### src/logic/video_mode_pkg.sv
package video_mode_pkg;

	////////////////////
	// Switch codes
	////////////////////
	typedef enum logic [3:0] {
		MODE_VGA      = 4'b0000,  // 640x480
		MODE_SVGA     = 4'b0001,  // 800x600
		MODE_HDTV720P = 4'b0010,  // 1280x720, also the fallback
		MODE_XGA      = 4'b0011,  // 1024x768
		MODE_SXGA     = 4'b1000,  // 1280x1024
		MODE_CAMERA   = 4'b1001   // 1280x720 camera raster
	} video_mode_e;

	// Widths
	localparam int SW_W  = 4;   // Mode switches
	localparam int CNT_W = 11;  // Raster counters and thresholds
	localparam int MD_W  = 8;   // Synthesizer M and D

	// Switch filter, short enough for simulation
	localparam int DEBOUNCE_CYCLES = 16;
	localparam int DB_CNT_W = $clog2(DEBOUNCE_CYCLES);
	localparam logic [DB_CNT_W-1:0] DB_CNT_MAX = DB_CNT_W'(DEBOUNCE_CYCLES - 1);

	localparam int GO_DELAY = 16;  // Load event to programming strobe

	////////////////////
	// Raster constants
	////////////////////

	// 640x480@60
	localparam logic [CNT_W-1:0] HPIXELS_VGA = 11'd640;
	localparam logic [CNT_W-1:0] VLINES_VGA  = 11'd480;
	localparam logic [CNT_W-1:0] HSYNCPW_VGA = 11'd96;
	localparam logic [CNT_W-1:0] VSYNCPW_VGA = 11'd2;
	localparam logic [CNT_W-1:0] HFNPRCH_VGA = 11'd16;
	localparam logic [CNT_W-1:0] VFNPRCH_VGA = 11'd11;
	localparam logic [CNT_W-1:0] HBKPRCH_VGA = 11'd48;
	localparam logic [CNT_W-1:0] VBKPRCH_VGA = 11'd31;

	// 800x600@60
	localparam logic [CNT_W-1:0] HPIXELS_SVGA = 11'd800;
	localparam logic [CNT_W-1:0] VLINES_SVGA  = 11'd600;
	localparam logic [CNT_W-1:0] HSYNCPW_SVGA = 11'd128;
	localparam logic [CNT_W-1:0] VSYNCPW_SVGA = 11'd4;
	localparam logic [CNT_W-1:0] HFNPRCH_SVGA = 11'd40;
	localparam logic [CNT_W-1:0] VFNPRCH_SVGA = 11'd1;
	localparam logic [CNT_W-1:0] HBKPRCH_SVGA = 11'd88;
	localparam logic [CNT_W-1:0] VBKPRCH_SVGA = 11'd23;

	// 1024x768@60
	localparam logic [CNT_W-1:0] HPIXELS_XGA = 11'd1024;
	localparam logic [CNT_W-1:0] VLINES_XGA  = 11'd768;
	localparam logic [CNT_W-1:0] HSYNCPW_XGA = 11'd136;
	localparam logic [CNT_W-1:0] VSYNCPW_XGA = 11'd6;
	localparam logic [CNT_W-1:0] HFNPRCH_XGA = 11'd24;
	localparam logic [CNT_W-1:0] VFNPRCH_XGA = 11'd3;
	localparam logic [CNT_W-1:0] HBKPRCH_XGA = 11'd160;
	localparam logic [CNT_W-1:0] VBKPRCH_XGA = 11'd29;

	// 1280x1024@60
	localparam logic [CNT_W-1:0] HPIXELS_SXGA = 11'd1280;
	localparam logic [CNT_W-1:0] VLINES_SXGA  = 11'd1024;
	localparam logic [CNT_W-1:0] HSYNCPW_SXGA = 11'd112;
	localparam logic [CNT_W-1:0] VSYNCPW_SXGA = 11'd3;
	localparam logic [CNT_W-1:0] HFNPRCH_SXGA = 11'd48;
	localparam logic [CNT_W-1:0] VFNPRCH_SXGA = 11'd1;
	localparam logic [CNT_W-1:0] HBKPRCH_SXGA = 11'd248;
	localparam logic [CNT_W-1:0] VBKPRCH_SXGA = 11'd38;

	// 1280x720@60
	localparam logic [CNT_W-1:0] HPIXELS_HDTV720P = 11'd1280;
	localparam logic [CNT_W-1:0] VLINES_HDTV720P  = 11'd720;
	localparam logic [CNT_W-1:0] HSYNCPW_HDTV720P = 11'd40;
	localparam logic [CNT_W-1:0] VSYNCPW_HDTV720P = 11'd5;
	localparam logic [CNT_W-1:0] HFNPRCH_HDTV720P = 11'd110;
	localparam logic [CNT_W-1:0] VFNPRCH_HDTV720P = 11'd5;
	localparam logic [CNT_W-1:0] HBKPRCH_HDTV720P = 11'd220;
	localparam logic [CNT_W-1:0] VBKPRCH_HDTV720P = 11'd20;

	// Camera, 720p with trimmed sync and porches
	localparam logic [CNT_W-1:0] HPIXELS_CAMERA = 11'd1280;
	localparam logic [CNT_W-1:0] VLINES_CAMERA  = 11'd720;
	localparam logic [CNT_W-1:0] HSYNCPW_CAMERA = 11'd39;
	localparam logic [CNT_W-1:0] VSYNCPW_CAMERA = 11'd4;
	localparam logic [CNT_W-1:0] HFNPRCH_CAMERA = 11'd110;
	localparam logic [CNT_W-1:0] VFNPRCH_CAMERA = 11'd4;
	localparam logic [CNT_W-1:0] HBKPRCH_CAMERA = 11'd220;
	localparam logic [CNT_W-1:0] VBKPRCH_CAMERA = 11'd22;

	////////////////////
	// Pixel clock ratios, true M/D from 50 MHz
	////////////////////
	localparam logic [MD_W-1:0] PCLK_M_VGA      = 8'd2;    // 25 MHz
	localparam logic [MD_W-1:0] PCLK_D_VGA      = 8'd4;
	localparam logic [MD_W-1:0] PCLK_M_SVGA     = 8'd4;    // 40 MHz
	localparam logic [MD_W-1:0] PCLK_D_SVGA     = 8'd5;
	localparam logic [MD_W-1:0] PCLK_M_XGA      = 8'd13;   // 65 MHz
	localparam logic [MD_W-1:0] PCLK_D_XGA      = 8'd10;
	localparam logic [MD_W-1:0] PCLK_M_SXGA     = 8'd54;   // 108 MHz
	localparam logic [MD_W-1:0] PCLK_D_SXGA     = 8'd25;
	localparam logic [MD_W-1:0] PCLK_M_CAMERA   = 8'd135;
	localparam logic [MD_W-1:0] PCLK_D_CAMERA   = 8'd91;
	localparam logic [MD_W-1:0] PCLK_M_HDTV720P = 8'd248;  // ~74.25 MHz
	localparam logic [MD_W-1:0] PCLK_D_HDTV720P = 8'd167;

endpackage

### src/logic/mode_switch_filter.sv
module mode_switch_filter (
	input  logic                              clk50m_bufg,
	input  logic                              RSTBTN,
	input  logic [video_mode_pkg::SW_W-1:0]   sw,
	output video_mode_pkg::video_mode_e       mode,
	output logic                              mode_change
);

	logic [video_mode_pkg::SW_W-1:0]     sw_s1;      // First sync stage
	logic [video_mode_pkg::SW_W-1:0]     sw_s2;      // Second sync stage
	logic [video_mode_pkg::SW_W-1:0]     sw_q;       // Compare register
	logic [video_mode_pkg::DB_CNT_W-1:0] stable_cnt [video_mode_pkg::SW_W];
	logic [video_mode_pkg::SW_W-1:0]     accept;     // Bit held long enough
	logic [video_mode_pkg::SW_W-1:0]     code_next;  // Debounced code

	////////////////////
	// Synchronizer
	////////////////////
	always_ff @(posedge clk50m_bufg) begin
		if (RSTBTN) begin
			sw_s1 <= '0;
			sw_s2 <= '0;
			sw_q  <= '0;
		end else begin
			sw_s1 <= sw;
			sw_s2 <= sw_s1;
			sw_q  <= sw_s2;  // Extra stage, three cycles in all
		end
	end

	////////////////////
	// Per-bit debounce
	////////////////////

	// Counts while a bit disagrees with the held mode, saturates at max
	always_ff @(posedge clk50m_bufg) begin
		for (int i = 0; i < video_mode_pkg::SW_W; i++) begin
			if (RSTBTN || (sw_q[i] == mode[i]))
				stable_cnt[i] <= '0;  // Agreement or bounce back
			else if (stable_cnt[i] != video_mode_pkg::DB_CNT_MAX)
				stable_cnt[i] <= stable_cnt[i] + 1'b1;
		end
	end

	always_comb begin
		for (int i = 0; i < video_mode_pkg::SW_W; i++) begin
			accept[i] = (sw_q[i] != mode[i]) && (stable_cnt[i] == video_mode_pkg::DB_CNT_MAX);
			code_next[i] = accept[i] ? sw_q[i] : mode[i];
		end
	end

	// Held mode doubles as the accepted code
	// A bit accepted right behind a change waits one cycle, counter stays saturated
	always_ff @(posedge clk50m_bufg) begin
		if (RSTBTN) begin
			mode        <= video_mode_pkg::MODE_VGA;
			mode_change <= 1'b0;
		end else if (!mode_change && (code_next != mode)) begin
			mode        <= video_mode_pkg::video_mode_e'(code_next);  // Unknown codes kept raw
			mode_change <= 1'b1;
		end else begin
			mode_change <= 1'b0;
		end
	end

endmodule

### src/logic/pixel_clock_setup.sv
module pixel_clock_setup (
	input  logic                            clk50m_bufg,
	input  logic                            RSTBTN,
	input  video_mode_pkg::video_mode_e     mode,
	input  logic                            mode_change,
	output logic [video_mode_pkg::MD_W-1:0] pclk_m,
	output logic [video_mode_pkg::MD_W-1:0] pclk_d,
	output logic                            prog_go
);

	logic                                pwrup;   // First cycle out of reset
	logic                                load;    // Load event
	logic [video_mode_pkg::GO_DELAY-1:0] go_sr;   // Strobe delay line

	always_ff @(posedge clk50m_bufg) begin
		if (RSTBTN)
			pwrup <= 1'b1;
		else
			pwrup <= 1'b0;
	end

	assign load = pwrup | mode_change;

	////////////////////
	// M and D lookup, offset by one for the synthesizer
	////////////////////
	always_ff @(posedge clk50m_bufg) begin
		if (load) begin
			case (mode)
				video_mode_pkg::MODE_VGA: begin
					pclk_m <= video_mode_pkg::PCLK_M_VGA - 1'b1;
					pclk_d <= video_mode_pkg::PCLK_D_VGA - 1'b1;
				end
				video_mode_pkg::MODE_SVGA: begin
					pclk_m <= video_mode_pkg::PCLK_M_SVGA - 1'b1;
					pclk_d <= video_mode_pkg::PCLK_D_SVGA - 1'b1;
				end
				video_mode_pkg::MODE_XGA: begin
					pclk_m <= video_mode_pkg::PCLK_M_XGA - 1'b1;
					pclk_d <= video_mode_pkg::PCLK_D_XGA - 1'b1;
				end
				video_mode_pkg::MODE_SXGA: begin
					pclk_m <= video_mode_pkg::PCLK_M_SXGA - 1'b1;
					pclk_d <= video_mode_pkg::PCLK_D_SXGA - 1'b1;
				end
				video_mode_pkg::MODE_CAMERA: begin
					pclk_m <= video_mode_pkg::PCLK_M_CAMERA - 1'b1;
					pclk_d <= video_mode_pkg::PCLK_D_CAMERA - 1'b1;
				end
				default: begin  // 720p and any unknown code
					pclk_m <= video_mode_pkg::PCLK_M_HDTV720P - 1'b1;
					pclk_d <= video_mode_pkg::PCLK_D_HDTV720P - 1'b1;
				end
			endcase
		end
	end

	// Go strobe trails the load by GO_DELAY cycles
	always_ff @(posedge clk50m_bufg) begin
		if (RSTBTN)
			go_sr <= '0;
		else
			go_sr <= {go_sr[video_mode_pkg::GO_DELAY-2:0], load};
	end

	assign prog_go = go_sr[video_mode_pkg::GO_DELAY-1];

	// Load events never come back to back, so neither does go
	a_go_single : assert property (
		@(posedge clk50m_bufg) disable iff (RSTBTN)
		prog_go |=> !prog_go
	);

endmodule

### src/logic/mode_timing_table.sv
module mode_timing_table (
	input  video_mode_pkg::video_mode_e      mode,
	output logic [video_mode_pkg::CNT_W-1:0] tc_hsblnk,
	output logic [video_mode_pkg::CNT_W-1:0] tc_hssync,
	output logic [video_mode_pkg::CNT_W-1:0] tc_hesync,
	output logic [video_mode_pkg::CNT_W-1:0] tc_heblnk,
	output logic [video_mode_pkg::CNT_W-1:0] tc_vsblnk,
	output logic [video_mode_pkg::CNT_W-1:0] tc_vssync,
	output logic [video_mode_pkg::CNT_W-1:0] tc_vesync,
	output logic [video_mode_pkg::CNT_W-1:0] tc_veblnk,
	output logic                             sync_negative
);

	// Raw raster figures of the selected mode
	logic [video_mode_pkg::CNT_W-1:0] h_act;
	logic [video_mode_pkg::CNT_W-1:0] h_fp;
	logic [video_mode_pkg::CNT_W-1:0] h_sw;
	logic [video_mode_pkg::CNT_W-1:0] h_bp;
	logic [video_mode_pkg::CNT_W-1:0] v_act;
	logic [video_mode_pkg::CNT_W-1:0] v_fp;
	logic [video_mode_pkg::CNT_W-1:0] v_sw;
	logic [video_mode_pkg::CNT_W-1:0] v_bp;

	////////////////////
	// Mode select
	////////////////////
	always_comb begin
		sync_negative = 1'b0;  // Positive unless VGA or XGA
		case (mode)
			video_mode_pkg::MODE_VGA: begin
				sync_negative = 1'b1;
				h_act = video_mode_pkg::HPIXELS_VGA;  h_fp = video_mode_pkg::HFNPRCH_VGA;
				h_sw  = video_mode_pkg::HSYNCPW_VGA;  h_bp = video_mode_pkg::HBKPRCH_VGA;
				v_act = video_mode_pkg::VLINES_VGA;   v_fp = video_mode_pkg::VFNPRCH_VGA;
				v_sw  = video_mode_pkg::VSYNCPW_VGA;  v_bp = video_mode_pkg::VBKPRCH_VGA;
			end
			video_mode_pkg::MODE_SVGA: begin
				h_act = video_mode_pkg::HPIXELS_SVGA;  h_fp = video_mode_pkg::HFNPRCH_SVGA;
				h_sw  = video_mode_pkg::HSYNCPW_SVGA;  h_bp = video_mode_pkg::HBKPRCH_SVGA;
				v_act = video_mode_pkg::VLINES_SVGA;   v_fp = video_mode_pkg::VFNPRCH_SVGA;
				v_sw  = video_mode_pkg::VSYNCPW_SVGA;  v_bp = video_mode_pkg::VBKPRCH_SVGA;
			end
			video_mode_pkg::MODE_XGA: begin
				sync_negative = 1'b1;
				h_act = video_mode_pkg::HPIXELS_XGA;  h_fp = video_mode_pkg::HFNPRCH_XGA;
				h_sw  = video_mode_pkg::HSYNCPW_XGA;  h_bp = video_mode_pkg::HBKPRCH_XGA;
				v_act = video_mode_pkg::VLINES_XGA;   v_fp = video_mode_pkg::VFNPRCH_XGA;
				v_sw  = video_mode_pkg::VSYNCPW_XGA;  v_bp = video_mode_pkg::VBKPRCH_XGA;
			end
			video_mode_pkg::MODE_SXGA: begin
				h_act = video_mode_pkg::HPIXELS_SXGA;  h_fp = video_mode_pkg::HFNPRCH_SXGA;
				h_sw  = video_mode_pkg::HSYNCPW_SXGA;  h_bp = video_mode_pkg::HBKPRCH_SXGA;
				v_act = video_mode_pkg::VLINES_SXGA;   v_fp = video_mode_pkg::VFNPRCH_SXGA;
				v_sw  = video_mode_pkg::VSYNCPW_SXGA;  v_bp = video_mode_pkg::VBKPRCH_SXGA;
			end
			video_mode_pkg::MODE_CAMERA: begin
				h_act = video_mode_pkg::HPIXELS_CAMERA;  h_fp = video_mode_pkg::HFNPRCH_CAMERA;
				h_sw  = video_mode_pkg::HSYNCPW_CAMERA;  h_bp = video_mode_pkg::HBKPRCH_CAMERA;
				v_act = video_mode_pkg::VLINES_CAMERA;   v_fp = video_mode_pkg::VFNPRCH_CAMERA;
				v_sw  = video_mode_pkg::VSYNCPW_CAMERA;  v_bp = video_mode_pkg::VBKPRCH_CAMERA;
			end
			default: begin  // 720p, also catches unlisted codes
				h_act = video_mode_pkg::HPIXELS_HDTV720P;  h_fp = video_mode_pkg::HFNPRCH_HDTV720P;
				h_sw  = video_mode_pkg::HSYNCPW_HDTV720P;  h_bp = video_mode_pkg::HBKPRCH_HDTV720P;
				v_act = video_mode_pkg::VLINES_HDTV720P;   v_fp = video_mode_pkg::VFNPRCH_HDTV720P;
				v_sw  = video_mode_pkg::VSYNCPW_HDTV720P;  v_bp = video_mode_pkg::VBKPRCH_HDTV720P;
			end
		endcase
	end

	////////////////////
	// Cumulative thresholds
	////////////////////
	assign tc_hsblnk = h_act - 1'b1;          // Last active pixel
	assign tc_hssync = tc_hsblnk + h_fp;      // End of front porch
	assign tc_hesync = tc_hssync + h_sw;      // Last sync pixel
	assign tc_heblnk = tc_hesync + h_bp;      // Last pixel of the line
	assign tc_vsblnk = v_act - 1'b1;
	assign tc_vssync = tc_vsblnk + v_fp;
	assign tc_vesync = tc_vssync + v_sw;
	assign tc_veblnk = tc_vesync + v_bp;      // Last line of the frame

endmodule

### src/logic/raster_timing.sv
module raster_timing (
	input  logic                             clk50m_bufg,
	input  logic                             RSTBTN,
	input  logic                             mode_change,
	input  logic [video_mode_pkg::CNT_W-1:0] tc_hsblnk,
	input  logic [video_mode_pkg::CNT_W-1:0] tc_hssync,
	input  logic [video_mode_pkg::CNT_W-1:0] tc_hesync,
	input  logic [video_mode_pkg::CNT_W-1:0] tc_heblnk,
	input  logic [video_mode_pkg::CNT_W-1:0] tc_vsblnk,
	input  logic [video_mode_pkg::CNT_W-1:0] tc_vssync,
	input  logic [video_mode_pkg::CNT_W-1:0] tc_vesync,
	input  logic [video_mode_pkg::CNT_W-1:0] tc_veblnk,
	input  logic                             sync_negative,
	output logic [video_mode_pkg::CNT_W-1:0] hcount,
	output logic [video_mode_pkg::CNT_W-1:0] vcount,
	output logic                             hsync,
	output logic                             vsync,
	output logic                             de
);

	logic line_end;    // Last pixel of a line
	logic frame_end;   // Last line of a frame
	logic hblank;
	logic vblank;
	logic hsync_raw;
	logic vsync_raw;
	logic hsync_q;     // First output stage
	logic vsync_q;
	logic de_q;

	////////////////////
	// Counters
	////////////////////
	assign line_end  = (hcount == tc_heblnk);
	assign frame_end = (vcount == tc_veblnk);

	// Restart on reset and on the cycle after a mode change
	always_ff @(posedge clk50m_bufg) begin
		if (RSTBTN || mode_change) begin
			hcount <= '0;
			vcount <= '0;
		end else if (line_end) begin
			hcount <= '0;
			if (frame_end)
				vcount <= '0;
			else
				vcount <= vcount + 1'b1;  // Next line
		end else begin
			hcount <= hcount + 1'b1;
		end
	end

	////////////////////
	// Blank and sync decode
	////////////////////
	assign hblank    = (hcount > tc_hsblnk);
	assign vblank    = (vcount > tc_vsblnk);
	assign hsync_raw = (hcount > tc_hssync) && (hcount <= tc_hesync);
	assign vsync_raw = (vcount > tc_vssync) && (vcount <= tc_vesync);

	////////////////////
	// Two-stage output pipe
	////////////////////

	// Idle sync level after reset is the VGA one, high
	always_ff @(posedge clk50m_bufg) begin
		if (RSTBTN) begin
			hsync_q <= 1'b1;
			vsync_q <= 1'b1;
			de_q    <= 1'b0;
			hsync   <= 1'b1;
			vsync   <= 1'b1;
			de      <= 1'b0;
		end else begin
			hsync_q <= hsync_raw ^ sync_negative;  // Polarity flip
			vsync_q <= vsync_raw ^ sync_negative;
			de_q    <= !hblank && !vblank;
			hsync   <= hsync_q;
			vsync   <= vsync_q;
			de      <= de_q;
		end
	end

	// Table switches with the mode, counter catches up one cycle later
	a_hcount_range : assert property (
		@(posedge clk50m_bufg) disable iff (RSTBTN)
		!mode_change |-> (hcount <= tc_heblnk)
	);

endmodule

### src/logic/video_mode_top.sv
module video_mode_top (
	input  logic                             clk50m_bufg,
	input  logic                             RSTBTN,
	input  logic [video_mode_pkg::SW_W-1:0]  sw,
	output video_mode_pkg::video_mode_e      mode,
	output logic [video_mode_pkg::MD_W-1:0]  pclk_m,
	output logic [video_mode_pkg::MD_W-1:0]  pclk_d,
	output logic                             prog_go,
	output logic [video_mode_pkg::CNT_W-1:0] hcount,
	output logic [video_mode_pkg::CNT_W-1:0] vcount,
	output logic                             hsync,
	output logic                             vsync,
	output logic                             de
);

	logic mode_change;  // One-cycle strobe from the filter

	// Thresholds from the table
	logic [video_mode_pkg::CNT_W-1:0] tc_hsblnk;
	logic [video_mode_pkg::CNT_W-1:0] tc_hssync;
	logic [video_mode_pkg::CNT_W-1:0] tc_hesync;
	logic [video_mode_pkg::CNT_W-1:0] tc_heblnk;
	logic [video_mode_pkg::CNT_W-1:0] tc_vsblnk;
	logic [video_mode_pkg::CNT_W-1:0] tc_vssync;
	logic [video_mode_pkg::CNT_W-1:0] tc_vesync;
	logic [video_mode_pkg::CNT_W-1:0] tc_veblnk;
	logic                             sync_negative;

	////////////////////
	// Mode and clock
	////////////////////
	mode_switch_filter u_filter (
		.clk50m_bufg (clk50m_bufg),
		.RSTBTN      (RSTBTN),
		.sw          (sw),
		.mode        (mode),
		.mode_change (mode_change)
	);

	pixel_clock_setup u_clock (
		.clk50m_bufg (clk50m_bufg),
		.RSTBTN      (RSTBTN),
		.mode        (mode),
		.mode_change (mode_change),
		.pclk_m      (pclk_m),
		.pclk_d      (pclk_d),
		.prog_go     (prog_go)
	);

	////////////////////
	// Raster
	////////////////////
	mode_timing_table u_table (
		.mode          (mode),
		.tc_hsblnk     (tc_hsblnk),
		.tc_hssync     (tc_hssync),
		.tc_hesync     (tc_hesync),
		.tc_heblnk     (tc_heblnk),
		.tc_vsblnk     (tc_vsblnk),
		.tc_vssync     (tc_vssync),
		.tc_vesync     (tc_vesync),
		.tc_veblnk     (tc_veblnk),
		.sync_negative (sync_negative)
	);

	raster_timing u_raster (
		.clk50m_bufg   (clk50m_bufg),
		.RSTBTN        (RSTBTN),
		.mode_change   (mode_change),
		.tc_hsblnk     (tc_hsblnk),
		.tc_hssync     (tc_hssync),
		.tc_hesync     (tc_hesync),
		.tc_heblnk     (tc_heblnk),
		.tc_vsblnk     (tc_vsblnk),
		.tc_vssync     (tc_vssync),
		.tc_vesync     (tc_vesync),
		.tc_veblnk     (tc_veblnk),
		.sync_negative (sync_negative),
		.hcount        (hcount),
		.vcount        (vcount),
		.hsync         (hsync),
		.vsync         (vsync),
		.de            (de)
	);

endmodule

### config.mk
export PLATFORM = sky130hd
export DESIGN_NAME = video_mode_top
export DESIGN_NICKNAME = d
export VERILOG_FILES = /design/src/logic/video_mode_pkg.sv /design/src/logic/mode_switch_filter.sv /design/src/logic/pixel_clock_setup.sv /design/src/logic/mode_timing_table.sv /design/src/logic/raster_timing.sv /design/src/logic/video_mode_top.sv
export SDC_FILE = /design/constraint.sdc
export NUM_CORES = 1
export LEC_CHECK = 0
export BUFFER_PORTS_ARGS = -buffer_cell sky130_fd_sc_hd__buf_4
export CAP_MARGIN = 10
export CORE_MARGIN = 3
export CORE_UTILIZATION = 45
export CTS_BUF_LIST = sky130_fd_sc_hd__clkbuf_8 sky130_fd_sc_hd__clkbuf_16
export CTS_CLUSTER_SIZE = 24
export DETAILED_ROUTE_END_ITERATION = 6
export PLACE_DENSITY = 0.65
export SKIP_CTS_REPAIR_TIMING = 1
export SYNTH_ARGS = -nofsm -noshare
export SYNTH_HDL_FRONTEND = slang
export SYNTH_SLANG_ARGS = --single-unit
### constraint.sdc
create_clock -name clk50m_bufg -period 5.55 [get_ports clk50m_bufg]
set_clock_uncertainty 0.2 [all_clocks]
set_input_delay 0.2775 -clock clk50m_bufg [delete_from_list [all_inputs] [get_ports clk50m_bufg]]
set_output_delay 0.2775 -clock clk50m_bufg [all_outputs]
set_load 0.01 [all_outputs]
### Word level (Yosys, flattened, before mapping)

Memory sizes are Yosys's and may differ from the RTL's.
Cells that the tools add are included.

* memories: 1
* register bits after elaboration: 78
* output and inout port bits: 46
* bits in writable memories: 16
* logic and storage cells: 131
* bits of input ports: 6

* add/sub/neg operators: 14
* mux-type cells: 42
* order comparisons: 6
* equality and inequality tests: 23
* bitwise logic cells: 7
* reduce and logical (&&, ||, !) cells: 21

Memories
* u_filter.stable_cnt: depth 4, width 4, read ports 4, clocked after memory_dff 0, wr ports 4, line mode_switch_filter.sv:12 `logic [video_mode_pkg::DB_CNT_W-1:0] stable_cnt [video_mode_pkg::SW_W];`

Operator list (count)
* $pmux 8 s5: 3
* $gt 11x11->1: 4
* $pmux 11 s4: 1
* $pmux 11 s3: 1
* $pmux 8 s4: 1
* $pmux 6 s5: 1
* $pmux 7 s4: 1
* $mux 1: 27
* $eq 4x4->1 const B: 6
* $add 11x1->11 const B: 2
* $add 11x8->11: 2
* $eq 11x11->1: 2
* $le 11x11->1: 2
* $sub 11x1->11 const B: 2
* $add 4x1->4 const B: 4
* $mux 4: 4
* $ne 4x4->1 const B: 4
* $pmux 4 s4: 1
* $pmux 3 s4: 1
* $add 11x3->11: 1
* $add 11x4->11: 1
* $add 11x6->11: 1
* $add 11x7->11: 1
* $mux 11: 1
* other kinds (12): 39

### Longest topological paths before layout

* depth after elaboration: 8
* depth in mapped cells: 25
* depth with buffers taken out: 20

### Modules after synthesis

Synthesis repeated with hierarchy kept, for this count alone.

* cells, all modules: 819
* area, all modules: 7179.4 sq um

Modules (own cells, without submodules)
* raster_timing: times used 1, cells each 367, area each 3026.7 sq um
* mode_timing_table: times used 1, cells each 253, area each 1740.4 sq um
* mode_switch_filter: times used 1, cells each 120, area each 1373.8 sq um
* pixel_clock_setup: times used 1, cells each 79, area each 1038.5 sq um

### Least setup slack after synthesis

OpenSTA, ideal clock, no wires.

* path kind: register -> register
* from: register u_filter.mode[3]
* to: register u_raster.vcount[0] (netlist name)
* clock period less this slack: 5.545 ns
* stages on the path, launching flop included: 21
* buffers on the path: 3
* path slack: 0.005 ns
* arrival time: 5.209 ns
* setup time: 0.136 ns
* cell sequence: dfxtp_1 clkbuf_1 clkbuf_1 nor4bb_1 ha_1 xnor2_1 ha_1 clkbuf_1 a21o_1 nor2_1 a211o_1 nand3_1 ha_1 and4_1 and3_1 a2111oi_1 o21a_1 o221ai_1 or4b_4 o31ai_4 a21oi_1

* longest elaborated chain between the ends: 8
* elaborated cells on any way between the ends: 26

RTL lines
* start: declaration: line mode_switch_filter.sv:5 `output video_mode_pkg::video_mode_e mode,`
* start signal: assignment: line mode_switch_filter.sv:56 `mode <= video_mode_pkg::MODE_VGA;`
* start signal: assignment: line mode_switch_filter.sv:59 `mode <= video_mode_pkg::video_mode_e'(code_next);`
* $eq 4x4->1, or another cell as far along: line mode_timing_table.sv:29 `case (mode)`
* $pmux 11 s4 or $reduce_or 2->1 (tied branches)
* $sub 11x1->11 or $pmux 4 s4 (tied branches): line mode_timing_table.sv:78, mode_timing_table.sv:29
* $add 11x4->11: line mode_timing_table.sv:79 `assign tc_vssync = tc_vsblnk + v_fp;`
* $add 11x3->11: line mode_timing_table.sv:80 `assign tc_vesync = tc_vssync + v_sw;`
* $add 11x6->11: line mode_timing_table.sv:81 `assign tc_veblnk = tc_vesync + v_bp;`
* $eq 11x11->1: line raster_timing.sv:35 `assign frame_end = (vcount == tc_veblnk);`
* $mux 11: line raster_timing.sv:44 `if (frame_end)`
* end signal: assignment: line raster_timing.sv:47 `vcount <= vcount + 1'b1;`
* end: declaration: line raster_timing.sv:15 `output logic [video_mode_pkg::CNT_W-1:0] vcount,`

Several ways; a longest one is shown, not always the timed one.
A chain may end at the register's enable or synchronous reset.

### Final worst setup path

* from: register u_filter.mode[1]
* to: register u_raster.vcount[3] (netlist name)

The elaborated chain is that of the path after synthesis.

==> metrics.txt <==
# TYPE chip_impl_metric gauge
chip_impl_metric{name="die_ar",unit="um2"} 16300
chip_impl_metric{name="postSynthCellCount",unit=""} 756
chip_impl_metric{name="diodes",unit=""} 0
chip_impl_metric{name="post_synth.cell_area_avg",unit="um2"} 8.80
chip_impl_metric{name="synth_sequential_area_ratio",unit="%"} 31.7
chip_impl_metric{name="hold_viol",unit=""} 0
chip_impl_metric{name="core_area",unit="um2"} 14100
chip_impl_metric{name="grt_max_degree",unit=""} 53
chip_impl_info{name="path_class",value="flop to flop"} 1
chip_impl_metric{name="grtUsageTotal",unit="%"} 21.3
chip_impl_info{name="min_delay_worst_endpoint",value="u_clock.pwrup"} 1
chip_impl_metric{name="placedInstanceArea",unit="um2"} 7300
chip_impl_metric{name="dr_total_vias",unit=""} 5810
chip_impl_metric{name="number_of_nets_with_antenna_violations_after_routing",unit=""} 0
chip_impl_metric{name="met2_routed_length",unit="um"} 8170
chip_impl_metric{name="core.rowCount",unit=""} 43
chip_impl_metric{name="clock_sinks",unit=""} 91
chip_impl_metric{name="critPathRequiredTime",unit="ns"} 5.62
chip_impl_metric{name="global_route.overflow_total",unit=""} 0
chip_impl_metric{name="maxClockFrequency",unit="MHz"} 189
chip_impl_metric{name="final.fill_count",unit=""} 1283
chip_impl_metric{name="pwr_density_cell",unit="nW/um2"} 176
chip_impl_info{name="timing.hold.worst.class",value="input pin to flop"} 1
chip_impl_metric{name="floorplan.initialDensity",unit="%"} 47.0
chip_impl_metric{name="drt_pass1_iterations",unit=""} 5
chip_impl_metric{name="maxcap_viol_count",unit=""} 0
chip_impl_metric{name="num-nets-final",unit=""} 912
chip_impl_metric{name="wl_met3",unit="um"} 884
chip_impl_metric{name="worstSkewPairLatency",unit="ns"} 0.35
chip_impl_metric{name="drt-wirelength-per-cell",unit="um"} 17.5
chip_impl_metric{name="worst_hold_path.num_cells",unit=""} 1
chip_impl_metric{name="die-width",unit="um"} 128
chip_impl_info{name="cts_tree",value="built"} 1
chip_impl_metric{name="worst_hold_slack",unit="ns"} 0.116
chip_impl_metric{name="fraction_of_layout_cells_with_a_size_suffix_above_1",unit="%"} 14.8
chip_impl_metric{name="relSlewSlack",unit="%"} 54.9
chip_impl_info{name="reg_to_reg_critical_path_startpoint",value="u_filter.mode[1]"} 1
chip_impl_info{name="status",value="finished clean"} 1
chip_impl_info{name="uppermost_layer_routed",value="met4"} 1
chip_impl_metric{name="wl",unit="um"} 17500
chip_impl_metric{name="detail_route.drc_violations",unit=""} 0
chip_impl_metric{name="layout_worst_path_cycle_share",unit="%"} 95.3
chip_impl_metric{name="dp_worst_setup_slack",unit="ns"} 0.0335
chip_impl_metric{name="clk_pin_slew",unit="ns"} 0.07
chip_impl_metric{name="post-route-cell-area",unit="um2"} 7770
chip_impl_metric{name="synth.ff_latch_count",unit=""} 91
chip_impl_info{name="cp-start-kind",value="flop"} 1
chip_impl_metric{name="synth.cell_area",unit="um2"} 6650
chip_impl_metric{name="timing.final.crit_period",unit="ns"} 5.29
chip_impl_metric{name="ios",unit=""} 52
chip_impl_metric{name="antenna_violations_before_repair",unit=""} 0
chip_impl_metric{name="vias_per_cell",unit=""} 5.78
chip_impl_info{name="yosys_most_used_dff",value="sky130_fd_sc_hd__dfxtp_1"} 1
chip_impl_info{name="worst_hold_startpoint",value="RSTBTN"} 1
chip_impl_metric{name="final_max_slew_viol_count",unit=""} 0
chip_impl_metric{name="setup_viol",unit=""} 0
chip_impl_metric{name="final_critical_path_setup_slack",unit="ns"} 0.263
chip_impl_info{name="worst_r2r_endpoint",value="u_raster.vcount[3]"} 1
chip_impl_metric{name="gp_congestion",unit=""} 0.925
chip_impl_metric{name="crit_fanout",unit=""} 7
chip_impl_metric{name="port_buffers",unit=""} 51
chip_impl_metric{name="total_leakage_power",unit="nW"} 3.55
chip_impl_metric{name="synth.distinct_cells",unit=""} 69
chip_impl_metric{name="grt_pass1_vias",unit=""} 5733
chip_impl_metric{name="worst_case_clock_buffer_depth",unit=""} 2
chip_impl_metric{name="max_slew.worst_pin.slew",unit="ns"} 0.672
chip_impl_metric{name="cp.arrival",unit="ns"} 5.36
chip_impl_metric{name="timing.setup.tns",unit="ns"} 0
chip_impl_metric{name="area.growth.synth_to_final",unit="%"} 16.8
chip_impl_metric{name="finalCoreUtilization",unit="%"} 54.9
chip_impl_metric{name="first_pass_grt_wire_length",unit="um"} 28100
chip_impl_metric{name="synth_edf_count",unit=""} 29
chip_impl_metric{name="timing.reg2reg.worst_path_depth",unit=""} 18
chip_impl_info{name="clockRootBuffer",value="sky130_fd_sc_hd__clkbuf_16"} 1
chip_impl_metric{name="h-tree-depth",unit=""} 3
chip_impl_metric{name="cts_buffers",unit=""} 9
chip_impl_info{name="cp-end-kind",value="flop"} 1
chip_impl_metric{name="detailed_place_hpwl",unit="um"} 13400
chip_impl_metric{name="drt_initial_violations",unit=""} 329
chip_impl_metric{name="ir_drop",unit="mV"} 0.162
chip_impl_metric{name="die_height",unit="um"} 128
chip_impl_metric{name="ff2ff_setup_slack",unit="ns"} 0.26
chip_impl_info{name="setup_repair_after_global_routing_missed_its_margin",value="false"} 1
chip_impl_metric{name="ys_async_sr_fraction",unit="%"} 0
chip_impl_metric{name="synthesis.yosys.warnings",unit=""} 0
chip_impl_metric{name="met1Wirelength",unit="um"} 8070
==> synth_stat cells (4+ instances only) <==
cell type	number	area (um2)
sky130_fd_sc_hd__inv_1	50	188
sky130_fd_sc_hd__or4_1	9	67.6
sky130_fd_sc_hd__nand2_1	39	146
sky130_fd_sc_hd__clkbuf_1	21	78.8
sky130_fd_sc_hd__a211o_1	4	35.0
sky130_fd_sc_hd__dfxtp_1	62	1240
sky130_fd_sc_hd__and4_1	6	52.6
sky130_fd_sc_hd__a211oi_1	4	30.0
sky130_fd_sc_hd__ha_1	84	1050
sky130_fd_sc_hd__a31oi_1	6	37.5
sky130_fd_sc_hd__edfxtp_1	29	871
sky130_fd_sc_hd__o21a_1	18	135
sky130_fd_sc_hd__buf_2	7	35.0
sky130_fd_sc_hd__nor2b_1	38	238
sky130_fd_sc_hd__xnor2_1	42	368
sky130_fd_sc_hd__a21o_1	13	97.6
sky130_fd_sc_hd__o21ai_0	26	130
sky130_fd_sc_hd__o31ai_1	8	60.1
sky130_fd_sc_hd__xor2_1	21	184
sky130_fd_sc_hd__nor3_1	15	75.1
sky130_fd_sc_hd__o211ai_1	5	37.5
sky130_fd_sc_hd__a21oi_1	37	185
sky130_fd_sc_hd__nand3_1	30	150
sky130_fd_sc_hd__nor4bb_1	4	40.0
sky130_fd_sc_hd__or2_2	8	50.1
sky130_fd_sc_hd__nor2_1	66	248
sky130_fd_sc_hd__nand4_1	15	93.8
sky130_fd_sc_hd__o22ai_1	5	31.3
sky130_fd_sc_hd__and3_1	10	62.6
sky130_fd_sc_hd__or3_1	11	68.8
==> through the flow <==
| stage | total power, mW | cells |
|---|---|---|
| after floorplan | 0.741 | 758 |
| after global placement | 0.758 | 979 |
| after detailed placement | 0.760 | 979 |
| after CTS | 1.38 | 995 |
| after global routing | 1.41 | 1005 |
| final | 1.37 | 1005 |
==> worst max-delay path, cell delays in order (launching register included) <==
cell,delay [ns]
sky130_fd_sc_hd__dfxtp_1,0.39
sky130_fd_sc_hd__or4_1,0.52
sky130_fd_sc_hd__inv_1,0.16
sky130_fd_sc_hd__nor2_2,0.07
sky130_fd_sc_hd__ha_4,0.30
sky130_fd_sc_hd__inv_1,0.04
sky130_fd_sc_hd__ha_1,0.33
sky130_fd_sc_hd__a21oi_1,0.15
sky130_fd_sc_hd__nand2_1,0.10
sky130_fd_sc_hd__or2_2,0.30
sky130_fd_sc_hd__xor2_1,0.25
sky130_fd_sc_hd__ha_1,0.34
sky130_fd_sc_hd__or3_1,0.39
sky130_fd_sc_hd__o211ai_1,0.13
sky130_fd_sc_hd__xnor2_1,0.15
sky130_fd_sc_hd__o211ai_1,0.17
sky130_fd_sc_hd__a2111o_2,0.56
sky130_fd_sc_hd__or4_1,0.48
sky130_fd_sc_hd__a21oi_1,0.19
==> worst max path at each step <==
stage / startpoint / end
6_report: u_filter.mode[1] / u_raster.vcount[3]
2_1_floorplan: u_filter.mode[3] / u_raster.vcount[0]
4_1_cts: u_filter.mode[1] / u_raster.vcount[3]
3_5_place_dp: u_filter.mode[1] / u_raster.vcount[3]
5_1_grt: u_filter.mode[1] / u_raster.vcount[3]
3_3_place_gp: u_filter.mode[1] / u_raster.vcount[0]
==> report_power, final <==
group,internal (mW),switching [mW]
registers,0.694,0.00693
clock network,0.348,0.270
logic,0.0220,0.0249
total,1.06,0.302
==> cell families after synthesis <==
kind of cell | share of synthesized area, %
buffers and inverters | 5.10
AO/OA/AOI/OAI | 15.8
flip-flops | 31.7
other | 0.113
AND/OR/NAND/NOR | 22.1
adder cells (fa/ha/maj) | 16.4
multiplexers | 0.470
XOR/XNOR | 8.29
==> state kept, by name, indices dropped and copies added (netlist names) <==
register	cells
u_filter.stable_cnt	16
u_raster.vsync	1
u_filter.sw_q	4
u_clock.pwrup	1
u_raster.de	1
u_raster.hsync_q	1
u_clock.go_sr	16
u_raster.hcount	11
u_raster.de_q	1
u_clock.pclk_d	7
u_raster.vsync_q	1
u_filter.mode_change	1
u_filter.sw_s1	4
u_filter.sw_s2	4
u_raster.hsync	1
u_filter.mode	4
u_raster.vcount	11
u_clock.pclk_m	6
==> layer usage <==
layer / track usage [%] / up-vias
li1: - / 2850
met1: 27.7 / 2782
met2: 35.4 / 147
met3: 4.68 / 31
met4: 6.30 / 0
met5: 0 / -
==> layout by cell type, fill, tap and decap left out, types with 18 or more instances in the layout <==
cell type,count
sky130_fd_sc_hd__xnor2_1,41
sky130_fd_sc_hd__o21ai_0,26
sky130_fd_sc_hd__a21oi_1,37
sky130_fd_sc_hd__dfxtp_1,62
sky130_fd_sc_hd__ha_1,82
sky130_fd_sc_hd__nor2b_1,38
sky130_fd_sc_hd__xor2_1,21
sky130_fd_sc_hd__o21a_1,18
sky130_fd_sc_hd__nand2_1,39
sky130_fd_sc_hd__inv_1,50
sky130_fd_sc_hd__edfxtp_1,29
sky130_fd_sc_hd__nor2_1,66
sky130_fd_sc_hd__buf_4,78
sky130_fd_sc_hd__nand3_1,30
==> final cells by class <==
class	instances	area [um2]	area share (%)
multi-input combinational	584	4310	55.4
sequential	91	2110	27.2
timing repair buffer	82	626	8.05
clock buffer	11	264	3.40
tap	180	225	2.90
inverter	52	195	2.51
clock inverter	5	45.0	0.580
(Power assumes the default switching activity.)
